===== src/hdl/bridge_defines.svh =====
`ifndef BRIDGE_DEFINES_SVH
`define BRIDGE_DEFINES_SVH

// datapath widths
`define BRIDGE_ADDR_W       32
`define BRIDGE_DATA_W       32
`define BRIDGE_BEATS        8
`define BRIDGE_BLOCK_W      256
`define BRIDGE_OFFSET_W     5
`define BRIDGE_BEAT_CNT_W   3

// AXI3 field widths
`define BRIDGE_ID_W         4
`define BRIDGE_LEN_W        4
`define BRIDGE_SIZE_W       3
`define BRIDGE_BURST_W      2
`define BRIDGE_LOCK_W       2
`define BRIDGE_CACHE_W      4
`define BRIDGE_PROT_W       3
`define BRIDGE_RESP_W       2
`define BRIDGE_STRB_W       4

// AXI field codes
`define BRIDGE_LEN_BLOCK    4'd7
`define BRIDGE_SIZE_WORD    3'b010
`define BRIDGE_BURST_INCR   2'b01
`define BRIDGE_CACHE_ATTR   4'b0011
`define BRIDGE_PROT_DATA    3'b000
`define BRIDGE_LOCK_NORMAL  2'b00
`define BRIDGE_READ_ID      4'd0
`define BRIDGE_WRITE_ID     4'd1
`define BRIDGE_STRB_ALL     4'b1111

`endif


===== src/hdl/bridge_pkg.sv =====
`include "bridge_defines.svh"

package bridge_pkg;

    // request code from the cache
    typedef enum logic [1:0] {
        REQ_NONE        = 2'd0,
        REQ_LOAD_BLOCK  = 2'd1,
        REQ_STORE_BLOCK = 2'd2
    } req_e;

    // byte address
    typedef logic [`BRIDGE_ADDR_W-1:0] addr_t;

    // one AXI beat
    typedef logic [`BRIDGE_DATA_W-1:0] word_t;

    // whole cache block, word 0 in the low bits
    typedef logic [`BRIDGE_BLOCK_W-1:0] block_t;

endpackage


===== src/hdl/req_ctrl.sv =====
`timescale 1ns/100ps

`include "bridge_defines.svh"

module req_ctrl (
    input  logic               clk,
    input  logic               rstn,
    input  bridge_pkg::req_e   req,
    input  bridge_pkg::addr_t  addr,
    input  bridge_pkg::block_t wblock,
    input  logic               rd_done,
    input  bridge_pkg::block_t rd_block,
    input  logic               wr_done,
    output logic               rd_start,
    output logic               wr_start,
    output bridge_pkg::addr_t  job_addr,
    output bridge_pkg::block_t job_block,
    output bridge_pkg::block_t rblock,
    output logic               task_finish
);

    typedef enum logic [1:0] {
        ST_IDLE,
        ST_LAUNCH,
        ST_BUSY
    } state_e;

    state_e state;
    logic   op_write;
    logic   accept;

    // requests arriving while busy are dropped
    assign accept = (state == ST_IDLE) &&
                    ((req == bridge_pkg::REQ_LOAD_BLOCK) ||
                     (req == bridge_pkg::REQ_STORE_BLOCK));

    always_ff @(posedge clk) begin
        if (!rstn) begin
            state       <= ST_IDLE;
            op_write    <= 1'b0;
            rd_start    <= 1'b0;
            wr_start    <= 1'b0;
            task_finish <= 1'b0;
        end else begin
            rd_start    <= 1'b0;
            wr_start    <= 1'b0;
            task_finish <= rd_done | wr_done;
            case (state)
                ST_IDLE: begin
                    if (accept) begin
                        op_write <= (req == bridge_pkg::REQ_STORE_BLOCK);
                        state    <= ST_LAUNCH;
                    end
                end
                ST_LAUNCH: begin
                    rd_start <= ~op_write;
                    wr_start <= op_write;
                    state    <= ST_BUSY;
                end
                default: begin
                    if (rd_done || wr_done) begin
                        state <= ST_IDLE;
                    end
                end
            endcase
        end
    end

    // job payload, address aligned to the block
    always_ff @(posedge clk) begin
        if (accept) begin
            job_addr  <= {addr[`BRIDGE_ADDR_W-1:`BRIDGE_OFFSET_W], {`BRIDGE_OFFSET_W{1'b0}}};
            job_block <= wblock;
        end
        if (rd_done) begin
            rblock <= rd_block;
        end
    end

endmodule


===== src/hdl/rd_burst.sv =====
`timescale 1ns/100ps

`include "bridge_defines.svh"

module rd_burst (
    input  logic                        clk,
    input  logic                        rstn,
    input  logic                        rd_start,
    input  bridge_pkg::addr_t           job_addr,
    input  logic                        arready,
    input  bridge_pkg::word_t           rdata,
    input  logic                        rvalid,
    input  logic                        rlast,
    output bridge_pkg::addr_t           araddr,
    output logic [`BRIDGE_LEN_W-1:0]    arlen,
    output logic [`BRIDGE_SIZE_W-1:0]   arsize,
    output logic [`BRIDGE_BURST_W-1:0]  arburst,
    output logic                        arvalid,
    output logic                        rready,
    output bridge_pkg::block_t          rd_block,
    output logic                        rd_done
);

    typedef enum logic [1:0] {
        ST_IDLE,
        ST_ADDR,
        ST_DATA
    } state_e;

    state_e                         state;
    logic [`BRIDGE_BEAT_CNT_W-1:0]  beat_cnt;
    logic                           beat_take;
    logic                           beat_final;

    assign beat_take  = (state == ST_DATA) && rvalid && rready;
    // eighth beat, or an early rlast from the slave
    assign beat_final = rlast || (beat_cnt == `BRIDGE_BEAT_CNT_W'(`BRIDGE_BEATS - 1));

    always_ff @(posedge clk) begin
        if (!rstn) begin
            state    <= ST_IDLE;
            beat_cnt <= '0;
            arvalid  <= 1'b0;
            rready   <= 1'b0;
            rd_done  <= 1'b0;
        end else begin
            rd_done <= 1'b0;
            case (state)
                ST_IDLE: begin
                    if (rd_start) begin
                        arvalid <= 1'b1;
                        state   <= ST_ADDR;
                    end
                end
                ST_ADDR: begin
                    if (arready) begin
                        arvalid  <= 1'b0;
                        rready   <= 1'b1;
                        beat_cnt <= '0;
                        state    <= ST_DATA;
                    end
                end
                default: begin
                    if (beat_take) begin
                        beat_cnt <= beat_cnt + 1'b1;
                        if (beat_final) begin
                            rready  <= 1'b0;
                            rd_done <= 1'b1;
                            state   <= ST_IDLE;
                        end
                    end
                end
            endcase
        end
    end

    // burst fields held stable while arvalid is up
    always_ff @(posedge clk) begin
        if (rd_start && state == ST_IDLE) begin
            araddr  <= job_addr;
            arlen   <= `BRIDGE_LEN_BLOCK;
            arsize  <= `BRIDGE_SIZE_WORD;
            arburst <= `BRIDGE_BURST_INCR;
        end
        if (beat_take) begin
            rd_block[`BRIDGE_DATA_W*beat_cnt +: `BRIDGE_DATA_W] <= rdata;
        end
    end

endmodule


===== src/hdl/wr_burst.sv =====
`timescale 1ns/100ps

`include "bridge_defines.svh"

module wr_burst (
    input  logic                        clk,
    input  logic                        rstn,
    input  logic                        wr_start,
    input  bridge_pkg::addr_t           job_addr,
    input  bridge_pkg::block_t          job_block,
    input  logic                        awready,
    input  logic                        wready,
    input  logic                        bvalid,
    output bridge_pkg::addr_t           awaddr,
    output logic [`BRIDGE_LEN_W-1:0]    awlen,
    output logic [`BRIDGE_SIZE_W-1:0]   awsize,
    output logic [`BRIDGE_BURST_W-1:0]  awburst,
    output logic                        awvalid,
    output bridge_pkg::word_t           wdata,
    output logic [`BRIDGE_STRB_W-1:0]   wstrb,
    output logic                        wlast,
    output logic                        wvalid,
    output logic                        bready,
    output logic                        wr_done
);

    typedef enum logic [1:0] {
        ST_IDLE,
        ST_ADDR,
        ST_DATA,
        ST_RESP
    } state_e;

    state_e                         state;
    logic [`BRIDGE_BEAT_CNT_W-1:0]  beat_cnt;
    logic [`BRIDGE_BEAT_CNT_W-1:0]  next_cnt;
    logic                           aw_take;
    logic                           w_take;

    assign next_cnt = beat_cnt + 1'b1;
    assign aw_take  = (state == ST_ADDR) && awready;
    assign w_take   = (state == ST_DATA) && wvalid && wready;

    // whole words only
    assign wstrb = `BRIDGE_STRB_ALL;

    always_ff @(posedge clk) begin
        if (!rstn) begin
            state    <= ST_IDLE;
            beat_cnt <= '0;
            awvalid  <= 1'b0;
            wvalid   <= 1'b0;
            wlast    <= 1'b0;
            bready   <= 1'b0;
            wr_done  <= 1'b0;
        end else begin
            wr_done <= 1'b0;
            case (state)
                ST_IDLE: begin
                    if (wr_start) begin
                        awvalid <= 1'b1;
                        state   <= ST_ADDR;
                    end
                end
                ST_ADDR: begin
                    if (aw_take) begin
                        awvalid  <= 1'b0;
                        wvalid   <= 1'b1;
                        wlast    <= 1'b0;
                        beat_cnt <= '0;
                        state    <= ST_DATA;
                    end
                end
                ST_DATA: begin
                    if (w_take) begin
                        if (wlast) begin
                            wvalid <= 1'b0;
                            wlast  <= 1'b0;
                            bready <= 1'b1;
                            state  <= ST_RESP;
                        end else begin
                            beat_cnt <= next_cnt;
                            wlast    <= (next_cnt == `BRIDGE_BEAT_CNT_W'(`BRIDGE_BEATS - 1));
                        end
                    end
                end
                default: begin
                    if (bvalid) begin
                        bready  <= 1'b0;
                        wr_done <= 1'b1;
                        state   <= ST_IDLE;
                    end
                end
            endcase
        end
    end

    // address fields and the word on W
    always_ff @(posedge clk) begin
        if (wr_start && state == ST_IDLE) begin
            awaddr  <= job_addr;
            awlen   <= `BRIDGE_LEN_BLOCK;
            awsize  <= `BRIDGE_SIZE_WORD;
            awburst <= `BRIDGE_BURST_INCR;
        end
        if (aw_take) begin
            wdata <= job_block[`BRIDGE_DATA_W-1:0];
        end else if (w_take && !wlast) begin
            wdata <= job_block[`BRIDGE_DATA_W*next_cnt +: `BRIDGE_DATA_W];
        end
    end

endmodule


===== src/hdl/axi_block_bridge.sv =====
`timescale 1ns/100ps

`include "bridge_defines.svh"

module axi_block_bridge (
    input  logic                        clk,
    input  logic                        rstn,

    // cache side
    input  bridge_pkg::req_e            req,
    input  bridge_pkg::addr_t           addr,
    input  bridge_pkg::block_t          wblock,
    output bridge_pkg::block_t          rblock,
    output logic                        task_finish,

    // read address
    output logic [`BRIDGE_ID_W-1:0]     arid,
    output bridge_pkg::addr_t           araddr,
    output logic [`BRIDGE_LEN_W-1:0]    arlen,
    output logic [`BRIDGE_SIZE_W-1:0]   arsize,
    output logic [`BRIDGE_BURST_W-1:0]  arburst,
    output logic [`BRIDGE_LOCK_W-1:0]   arlock,
    output logic [`BRIDGE_CACHE_W-1:0]  arcache,
    output logic [`BRIDGE_PROT_W-1:0]   arprot,
    output logic                        arvalid,
    input  logic                        arready,

    // write address
    output logic [`BRIDGE_ID_W-1:0]     awid,
    output bridge_pkg::addr_t           awaddr,
    output logic [`BRIDGE_LEN_W-1:0]    awlen,
    output logic [`BRIDGE_SIZE_W-1:0]   awsize,
    output logic [`BRIDGE_BURST_W-1:0]  awburst,
    output logic [`BRIDGE_LOCK_W-1:0]   awlock,
    output logic [`BRIDGE_CACHE_W-1:0]  awcache,
    output logic [`BRIDGE_PROT_W-1:0]   awprot,
    output logic                        awvalid,
    input  logic                        awready,

    // read data, id and resp not checked
    input  logic [`BRIDGE_ID_W-1:0]     rid,
    input  bridge_pkg::word_t           rdata,
    input  logic [`BRIDGE_RESP_W-1:0]   rresp,
    input  logic                        rlast,
    input  logic                        rvalid,
    output logic                        rready,

    // write data
    output logic [`BRIDGE_ID_W-1:0]     wid,
    output bridge_pkg::word_t           wdata,
    output logic [`BRIDGE_STRB_W-1:0]   wstrb,
    output logic                        wlast,
    output logic                        wvalid,
    input  logic                        wready,

    // write response, id and resp not checked
    input  logic [`BRIDGE_ID_W-1:0]     bid,
    input  logic [`BRIDGE_RESP_W-1:0]   bresp,
    output logic                        bready,
    input  logic                        bvalid
);

    logic               rd_start;
    logic               wr_start;
    logic               rd_done;
    logic               wr_done;
    bridge_pkg::addr_t  job_addr;
    bridge_pkg::block_t job_block;
    bridge_pkg::block_t rd_block;

    // fixed attributes, same for every burst
    assign arid    = `BRIDGE_READ_ID;
    assign arlock  = `BRIDGE_LOCK_NORMAL;
    assign arcache = `BRIDGE_CACHE_ATTR;
    assign arprot  = `BRIDGE_PROT_DATA;
    assign awid    = `BRIDGE_WRITE_ID;
    assign awlock  = `BRIDGE_LOCK_NORMAL;
    assign awcache = `BRIDGE_CACHE_ATTR;
    assign awprot  = `BRIDGE_PROT_DATA;
    assign wid     = `BRIDGE_WRITE_ID;

    req_ctrl req_ctrl_i (
        .clk         (clk),
        .rstn        (rstn),
        .req         (req),
        .addr        (addr),
        .wblock      (wblock),
        .rd_done     (rd_done),
        .rd_block    (rd_block),
        .wr_done     (wr_done),
        .rd_start    (rd_start),
        .wr_start    (wr_start),
        .job_addr    (job_addr),
        .job_block   (job_block),
        .rblock      (rblock),
        .task_finish (task_finish)
    );

    rd_burst rd_burst_i (
        .clk      (clk),
        .rstn     (rstn),
        .rd_start (rd_start),
        .job_addr (job_addr),
        .arready  (arready),
        .rdata    (rdata),
        .rvalid   (rvalid),
        .rlast    (rlast),
        .araddr   (araddr),
        .arlen    (arlen),
        .arsize   (arsize),
        .arburst  (arburst),
        .arvalid  (arvalid),
        .rready   (rready),
        .rd_block (rd_block),
        .rd_done  (rd_done)
    );

    wr_burst wr_burst_i (
        .clk       (clk),
        .rstn      (rstn),
        .wr_start  (wr_start),
        .job_addr  (job_addr),
        .job_block (job_block),
        .awready   (awready),
        .wready    (wready),
        .bvalid    (bvalid),
        .awaddr    (awaddr),
        .awlen     (awlen),
        .awsize    (awsize),
        .awburst   (awburst),
        .awvalid   (awvalid),
        .wdata     (wdata),
        .wstrb     (wstrb),
        .wlast     (wlast),
        .wvalid    (wvalid),
        .bready    (bready),
        .wr_done   (wr_done)
    );

endmodule


===== config.mk =====
export PLATFORM = sky130hd
export DESIGN_NAME = axi_block_bridge
export DESIGN_NICKNAME = d
export VERILOG_FILES = /design/src/hdl/bridge_pkg.sv /design/src/hdl/req_ctrl.sv /design/src/hdl/rd_burst.sv /design/src/hdl/wr_burst.sv /design/src/hdl/axi_block_bridge.sv
export VERILOG_INCLUDE_DIRS = /design/src /design/src/hdl
export SDC_FILE = /design/constraint.sdc
export NUM_CORES = 1
export LEC_CHECK = 0
export BUFFER_PORTS_ARGS = -buffer_cell sky130_fd_sc_hd__buf_2
export CORE_MARGIN = 2
export CORE_UTILIZATION = 30
export CTS_CLUSTER_DIAMETER = 60
export CTS_CLUSTER_SIZE = 20
export DETAILED_ROUTE_END_ITERATION = 12
export PLACE_DENSITY = 0.54
export SYNTH_ARGS = -nofsm -noshare
export SYNTH_HDL_FRONTEND = slang
export SYNTH_SLANG_ARGS = --single-unit
export TNS_END_PERCENT = 20

===== constraint.sdc =====
create_clock -name clk -period 33.8 [get_ports clk]
set_clock_uncertainty 0.15 [all_clocks]
set_input_delay 5.07 -clock clk [delete_from_list [all_inputs] [get_ports clk]]
set_output_delay 5.07 -clock clk [all_outputs]
set_load 0.005 [all_outputs]

==> results.cfg, run 1 <==
[routing]
dr.pass1.iters = 7
viasPerCell = 4.38
wl_per_cell_um = 21.4
initialDrtViolationCount = 1078
ant_nets = 0
wl_um = 83600
via_count = 17124
drc_errors = 0

[floorplanning]
die_w_um = 332
rows = 120
core_area_um2 = 107000
initial_core_util_pct = 30.2
ios = 753
dieHeight_um = 332
dieArea_um2 = 110000

[critical_path]
rr_startpoint = rd_burst_i.beat_cnt[1]$_SDFFE_PN0P_
endpoint_kind = flop
critPathLaunch = req[0]
crit_chain = buf_2 > inv_1 > ha_1 > nor3_2 > buf_4 > buf_12
cp-start-kind = input port
cpLargestDelayFamily = buffers and inverters
path_buf_inv = 4
worst_ep_required_time_ns = 33.90
worstSetupPathType = in -> reg
slowest_stage = buf_12
worstPathArrival_ns = 7.09
rrSetupSlack_ns = 29.66
worstPathMaxFanout = 188
slowest_delay_ns = 0.62

[synth]
synth_cells = 1729
syn_area_um2 = 32300
ys.flop_type = edfxtp_1
netlist-cell-type-count = 46
synth_edf_count = 881
synthXorXnorAreaFrac_pct = 0.0542
async_flop_share_pct = 0
synth-adder-area-share_pct = 0.542
synth_compound_area_share_pct = 2.65
synth-simple-area-share_pct = 6.11
synthMuxAreaShare_pct = 4.55
synth_top_family_by_area = simple AND/OR/NAND/NOR gates
syn_area_per_cell_um2 = 18.7
ys_seq_area_share_pct = 83.3
synth-seq-cells = 905
ys_warn_count = 0

[clock_tree]
clock_latency_ns = 0.64
cts_buffers = 77
h-tree-depth = 3
post_cts_buffers = 0
path_clk_slew_ns = 0.08
clockBufferDepth = 3
cts_tree = done
cts.sinks = 905
cts.repair.resized = 0
cts_root_buf = clkbuf_16
postCtsHoldBufs = 0

[timing]
rsz0062_at_grt = no
max_freq_ghz = 0.143
tns_ns = 0
fin_crit_sh_pct = 20.7
maxSlewHeadroom_pct = 22.7
hold_viol_final = 0
final-max-slew-violation-count = 0
setup_viol = 0
final.min_clock_period_ns = 6.99
worst_slew_pin_slew_ns = 1.16

[global_route]
overflow = 0
grt_pass1_vias = 17692
antenna_found_initial = 31
grt_pass1_wl_um = 120000
grt_max_degree = 189
track_usage_pct = 14.9

[place]
globalplace.congestion = 0.755
detailedPlacementHpwl_um = 58200
placed_area_um2 = 37200
port_buffers = 673

[pwr]
power_density_nw_per_um2 = 58.5
ir_worst_vdd_uv = 46.6
p_leak_nw = 14.6

[layout]
ff_latch_area_um2 = 26900
syn2layout_area_growth_pct = 23.2
final_common_cell = edfxtp_1
fillers = 10053
fin_nets = 2795
final_area_um2 = 39800
layout_common_cells = edfxtp_1, buf_2, nor2_1
multi_input_area_um2 = 4820
layout-drive-gt1-share_pct = 37.9

[worst_hold_path]
hold_class = reg -> reg
min_from = rd_burst_i.rd_block[246]$_DFFE_PP_

[status]
status = finished clean

[flow_run]
maxCapViolCount = 0
[per-stage QoR]
stage	power [mW]	hold slack (ns)	std cells	setup slack (ns)	utilization (%)
5_1_grt	2.42	0.256	3899	26.69	37.2
2_1_floorplan	1.41	0.250	1789	7.72	-
6_report	2.33	0.256	3910	26.81	37.2
3_3_place_gp	1.43	0.251	3763	26.21	34.7
3_5_place_dp	1.43	0.255	3763	26.16	34.7
4_1_cts	2.36	0.261	3896	26.88	37.2
[where the power goes]
| group | switching, mW | leakage, nW | internal (mW) |
|---|---|---|---|
| Clock | 0.443 | 1.30 | 0.484 |
| Sequential | 0.0145 | 8.67 | 1.28 |
| Combinational | 0.0677 | 4.64 | 0.0413 |
| Total | 0.525 | 14.6 | 1.81 |
[cell type report]
class,count,share of cell area [%]
sequential,905,67.6
multi-input combinational,742,12.1
timing repair buffer,701,9.01
clock buffer,80,4.97
tap,1403,4.41
clock inverter,53,1.70
inverter,12,0.113
antenna,14,0.0879
[final timing paths]
| kind | endpoint | depth (start not counted) |
|---|---|---|
| max | req_ctrl_i.job_block[39]$_DFFE_PP_ | 6 |
| min | req_ctrl_i.rblock[246]$_DFFE_PP_ | 0 |
| max reg2reg | rd_burst_i.rd_block[26]$_DFFE_PP_ | 7 |
| min reg2reg | req_ctrl_i.rblock[246]$_DFFE_PP_ | 0 |
[worst register-to-register path, stage by stage (launching register included)]
cell     delay (ns)
dfxtp_1        0.44
inv_2          0.11
ha_1           0.23
ha_1           0.46
nor2_1         0.76
and3_1         0.26
buf_4          0.37
and2_2         0.95
[logic make-up after synthesis]
family | count (synthesis)
xor+xnor | 2
simple gates | 405
flops | 905
compound gates | 128
buf+inv | 142
mux | 131
fa+ha+maj | 14
other cells | 2
[registers in the layout, indices dropped and copies added, names as in the netlist, 2 cells and up]
name / count
rd_burst_i.araddr: 27
rd_burst_i.beat_cnt: 3
rd_burst_i.rd_block: 256
rd_burst_i.state: 2
req_ctrl_i.job_addr: 27
req_ctrl_i.job_block: 256
req_ctrl_i.rblock: 256
req_ctrl_i.state: 2
wr_burst_i.awaddr: 27
wr_burst_i.beat_cnt: 3
wr_burst_i.state: 2
wr_burst_i.wdata: 32
[cell usage after synthesis (8+ instances only)]
| library cell | instances | share of area (%) |
|---|---|---|
| dfxtp_1 | 24 | 1.5 |
| buf_2 | 23 | 0.36 |
| nor3_1 | 9 | 0.14 |
| a21oi_1 | 17 | 0.26 |
| inv_1 | 10 | 0.12 |
| ha_1 | 14 | 0.54 |
| o21ai_0 | 8 | 0.12 |
| and3_1 | 12 | 0.23 |
| o22ai_1 | 64 | 1.2 |
| o31ai_1 | 32 | 0.74 |
| and2_1 | 131 | 2.5 |
| buf_4 | 81 | 1.9 |
| edfxtp_1 | 881 | 82 |
| mux2_1 | 43 | 1.5 |
| clkbuf_1 | 22 | 0.26 |
| mux2_2 | 85 | 3.0 |
| nand2_1 | 82 | 0.95 |
| nand3_1 | 8 | 0.12 |
| nor2_1 | 143 | 1.7 |
[layer usage]
layer	track usage (%)	part of all wire, %	up-vias
met5	0	0.27	-
met4	5.25	3.0	36
met3	5.02	9.4	139
met2	25.4	49	734
met1	17.3	38	8380
li1	-	-	7835
Power figures use the tool's default switching activity.
==> inputs of run 2 (changes only) <==
- PLACE_DENSITY: 0.54 -> 0.55
- clock period: 33.8 -> 6 ns (I/O delays scaled with it)
==> run 2 against run 1 <==
Compared with the run above: via count decreased by 0.11%; clock power increased to 5.5 times the previous value; core utilization decreased by 0.091 points; register-to-register slack got worse by 28 ns; design area down 0.24%; wire length rose by 0.61%; sequential power grew to 5.6 times the previous value; global-route usage about the same; die area unchanged; combinational power rose to 5.7 times the previous value; critical path depth grew 1; largest cell class unchanged; highest routed layer unchanged.
==> results.cfg, run 2 (synthesized netlist as in run 1, its figures left out) <==
[clock_tree]
cts_buffers = 74
path_clk_slew_ns = 0.07
cts.sinks = 905
clock_latency_ns = 0.63
clockBufferDepth = 3
cts_root_buf = clkbuf_16
post_cts_buffers = 0
h-tree-depth = 3
cts.repair.resized = 0
cts_tree = done
postCtsHoldBufs = 0

[global_route]
antenna_found_initial = 30
grt_pass1_vias = 17511
track_usage_pct = 14.9
overflow = 0
grt_max_degree = 130
grt_pass1_wl_um = 120000

[timing]
fin_crit_sh_pct = 65.3
hold_viol_final = 0
max_freq_ghz = 0.255
tns_ns = 0
final.min_clock_period_ns = 3.92
setup_viol = 0
final-max-slew-violation-count = 0
rsz0062_at_grt = no
worst_slew_pin_slew_ns = 1.07
maxSlewHeadroom_pct = 28.7

[routing]
dr.pass1.iters = 5
initialDrtViolationCount = 1302
via_count = 17105
drc_errors = 0
wl_um = 84200
wl_per_cell_um = 21.6
ant_nets = 0
viasPerCell = 4.39

[pwr]
ir_worst_vdd_uv = 274
p_leak_nw = 14.4
power_density_nw_per_um2 = 327

[place]
detailedPlacementHpwl_um = 59000
globalplace.congestion = 0.786
port_buffers = 673

[layout]
ff_latch_area_um2 = 26900
layout_common_cells = edfxtp_1, buf_2, nor2_1
multi_input_area_um2 = 4830
final_util_pct = 37.1
fin_nets = 2791
layout_top_registers = rd_burst_i.rd_block: 256 flops, req_ctrl_i.job_block: 256 flops, req_ctrl_i.rblock: 256 flops
fillers = 9984
syn2layout_area_growth_pct = 22.9
final_common_cell = edfxtp_1
layout-drive-gt1-share_pct = 37.6

[critical_path]
worstSetupPathType = reg -> reg
rrSetupSlack_ns = 2.08
crit_chain = inv_2 > ha_1 > ha_1 > nor2_1 > and3_1 > buf_4 > and2_2
endpoint_kind = flop
cpMostUsedCell = ha_1
cp-start-kind = flop
slowest_delay_ns = 0.84
worstPathArrival_ns = 4.02
worst_ep_required_time_ns = 6.10
worstPathMaxFanout = 33
slowest_stage = and2_2

[floorplanning]
rows = 120
ios = 753
dieArea_um2 = 110000
die_w_um = 332
dieHeight_um = 332
initial_core_util_pct = 30.2
core_area_um2 = 107000

[worst_hold_path]
hold_class = reg -> reg

[status]
status = finished clean

[flow_run]
maxCapViolCount = 0
## run 2: critical path, delay by kind of cell (launching register included)
family,cells,cell delay [ns]
buffers and inverters,2,0.44
AND/OR/NAND/NOR,3,1.75
flip-flops,1,0.46
adder cells (fa/ha/maj),2,0.67
## run 2: power breakdown
| part | switching [mW] | internal, mW |
|---|---|---|
| sequential | 0.0817 | 7.21 |
| clock | 2.41 | 2.68 |
| combinational | 0.383 | 0.238 |
## run 2: area by class of cell
| cell class | count | share of cell area, % |
|---|---|---|
| antenna | 11 | 0.0692 |
| clock buffer | 81 | 4.91 |
| multi-input combinational | 742 | 12.2 |
| sequential | 905 | 67.8 |
| inverter | 12 | 0.120 |
| timing repair buffer | 700 | 9.08 |
| tap | 1403 | 4.42 |
| clock inverter | 44 | 1.47 |
## run 2: per-stage QoR
stage / setup WS, ns / power [mW] / cells / instance area, um^2 / hold slack (ns)
6_report: 2.08 / 13.0 / 3898 / 39700 / 0.258
5_1_grt: 1.80 / 13.5 / 3891 / 39700 / 0.220
4_1_cts: 2.02 / 13.2 / 3887 / 39700 / 0.198
3_5_place_dp: 2.04 / 8.07 / 3762 / 37200 / 0.255
3_3_place_gp: 2.15 / 8.04 / 3762 / 37200 / 0.251
2_1_floorplan: -2.57 / 7.81 / 1789 / 32600 / 0.250
## run 2: path summary, 6_finish.rpt
path,from,to,depth (start not counted)
worst max-delay path,rd_burst_i.beat_cnt[1]$_SDFFE_PN0P_,rd_burst_i.rd_block[18]$_DFFE_PP_,7
worst min-delay path,rd_burst_i.rd_block[249]$_DFFE_PP_,req_ctrl_i.rblock[249]$_DFFE_PP_,0
worst max register to register,rd_burst_i.beat_cnt[1]$_SDFFE_PN0P_,rd_burst_i.rd_block[18]$_DFFE_PP_,7
worst min register to register,rd_burst_i.rd_block[249]$_DFFE_PP_,req_ctrl_i.rblock[249]$_DFFE_PP_,0
## run 2: layer usage
| metal | wire [um] | vias to the layer above | part of all wire, % | GRT usage [%] |
|---|---|---|---|---|
| met5 | 251 | - | 0.30 | 0 |
| met2 | 41300 | 725 | 49 | 25.2 |
| li1 | - | 7816 | - | - |
| met4 | 1930 | 44 | 2.3 | 4.48 |
| met1 | 32700 | 8368 | 39 | 17.9 |
| met3 | 7990 | 152 | 9.5 | 5.14 |
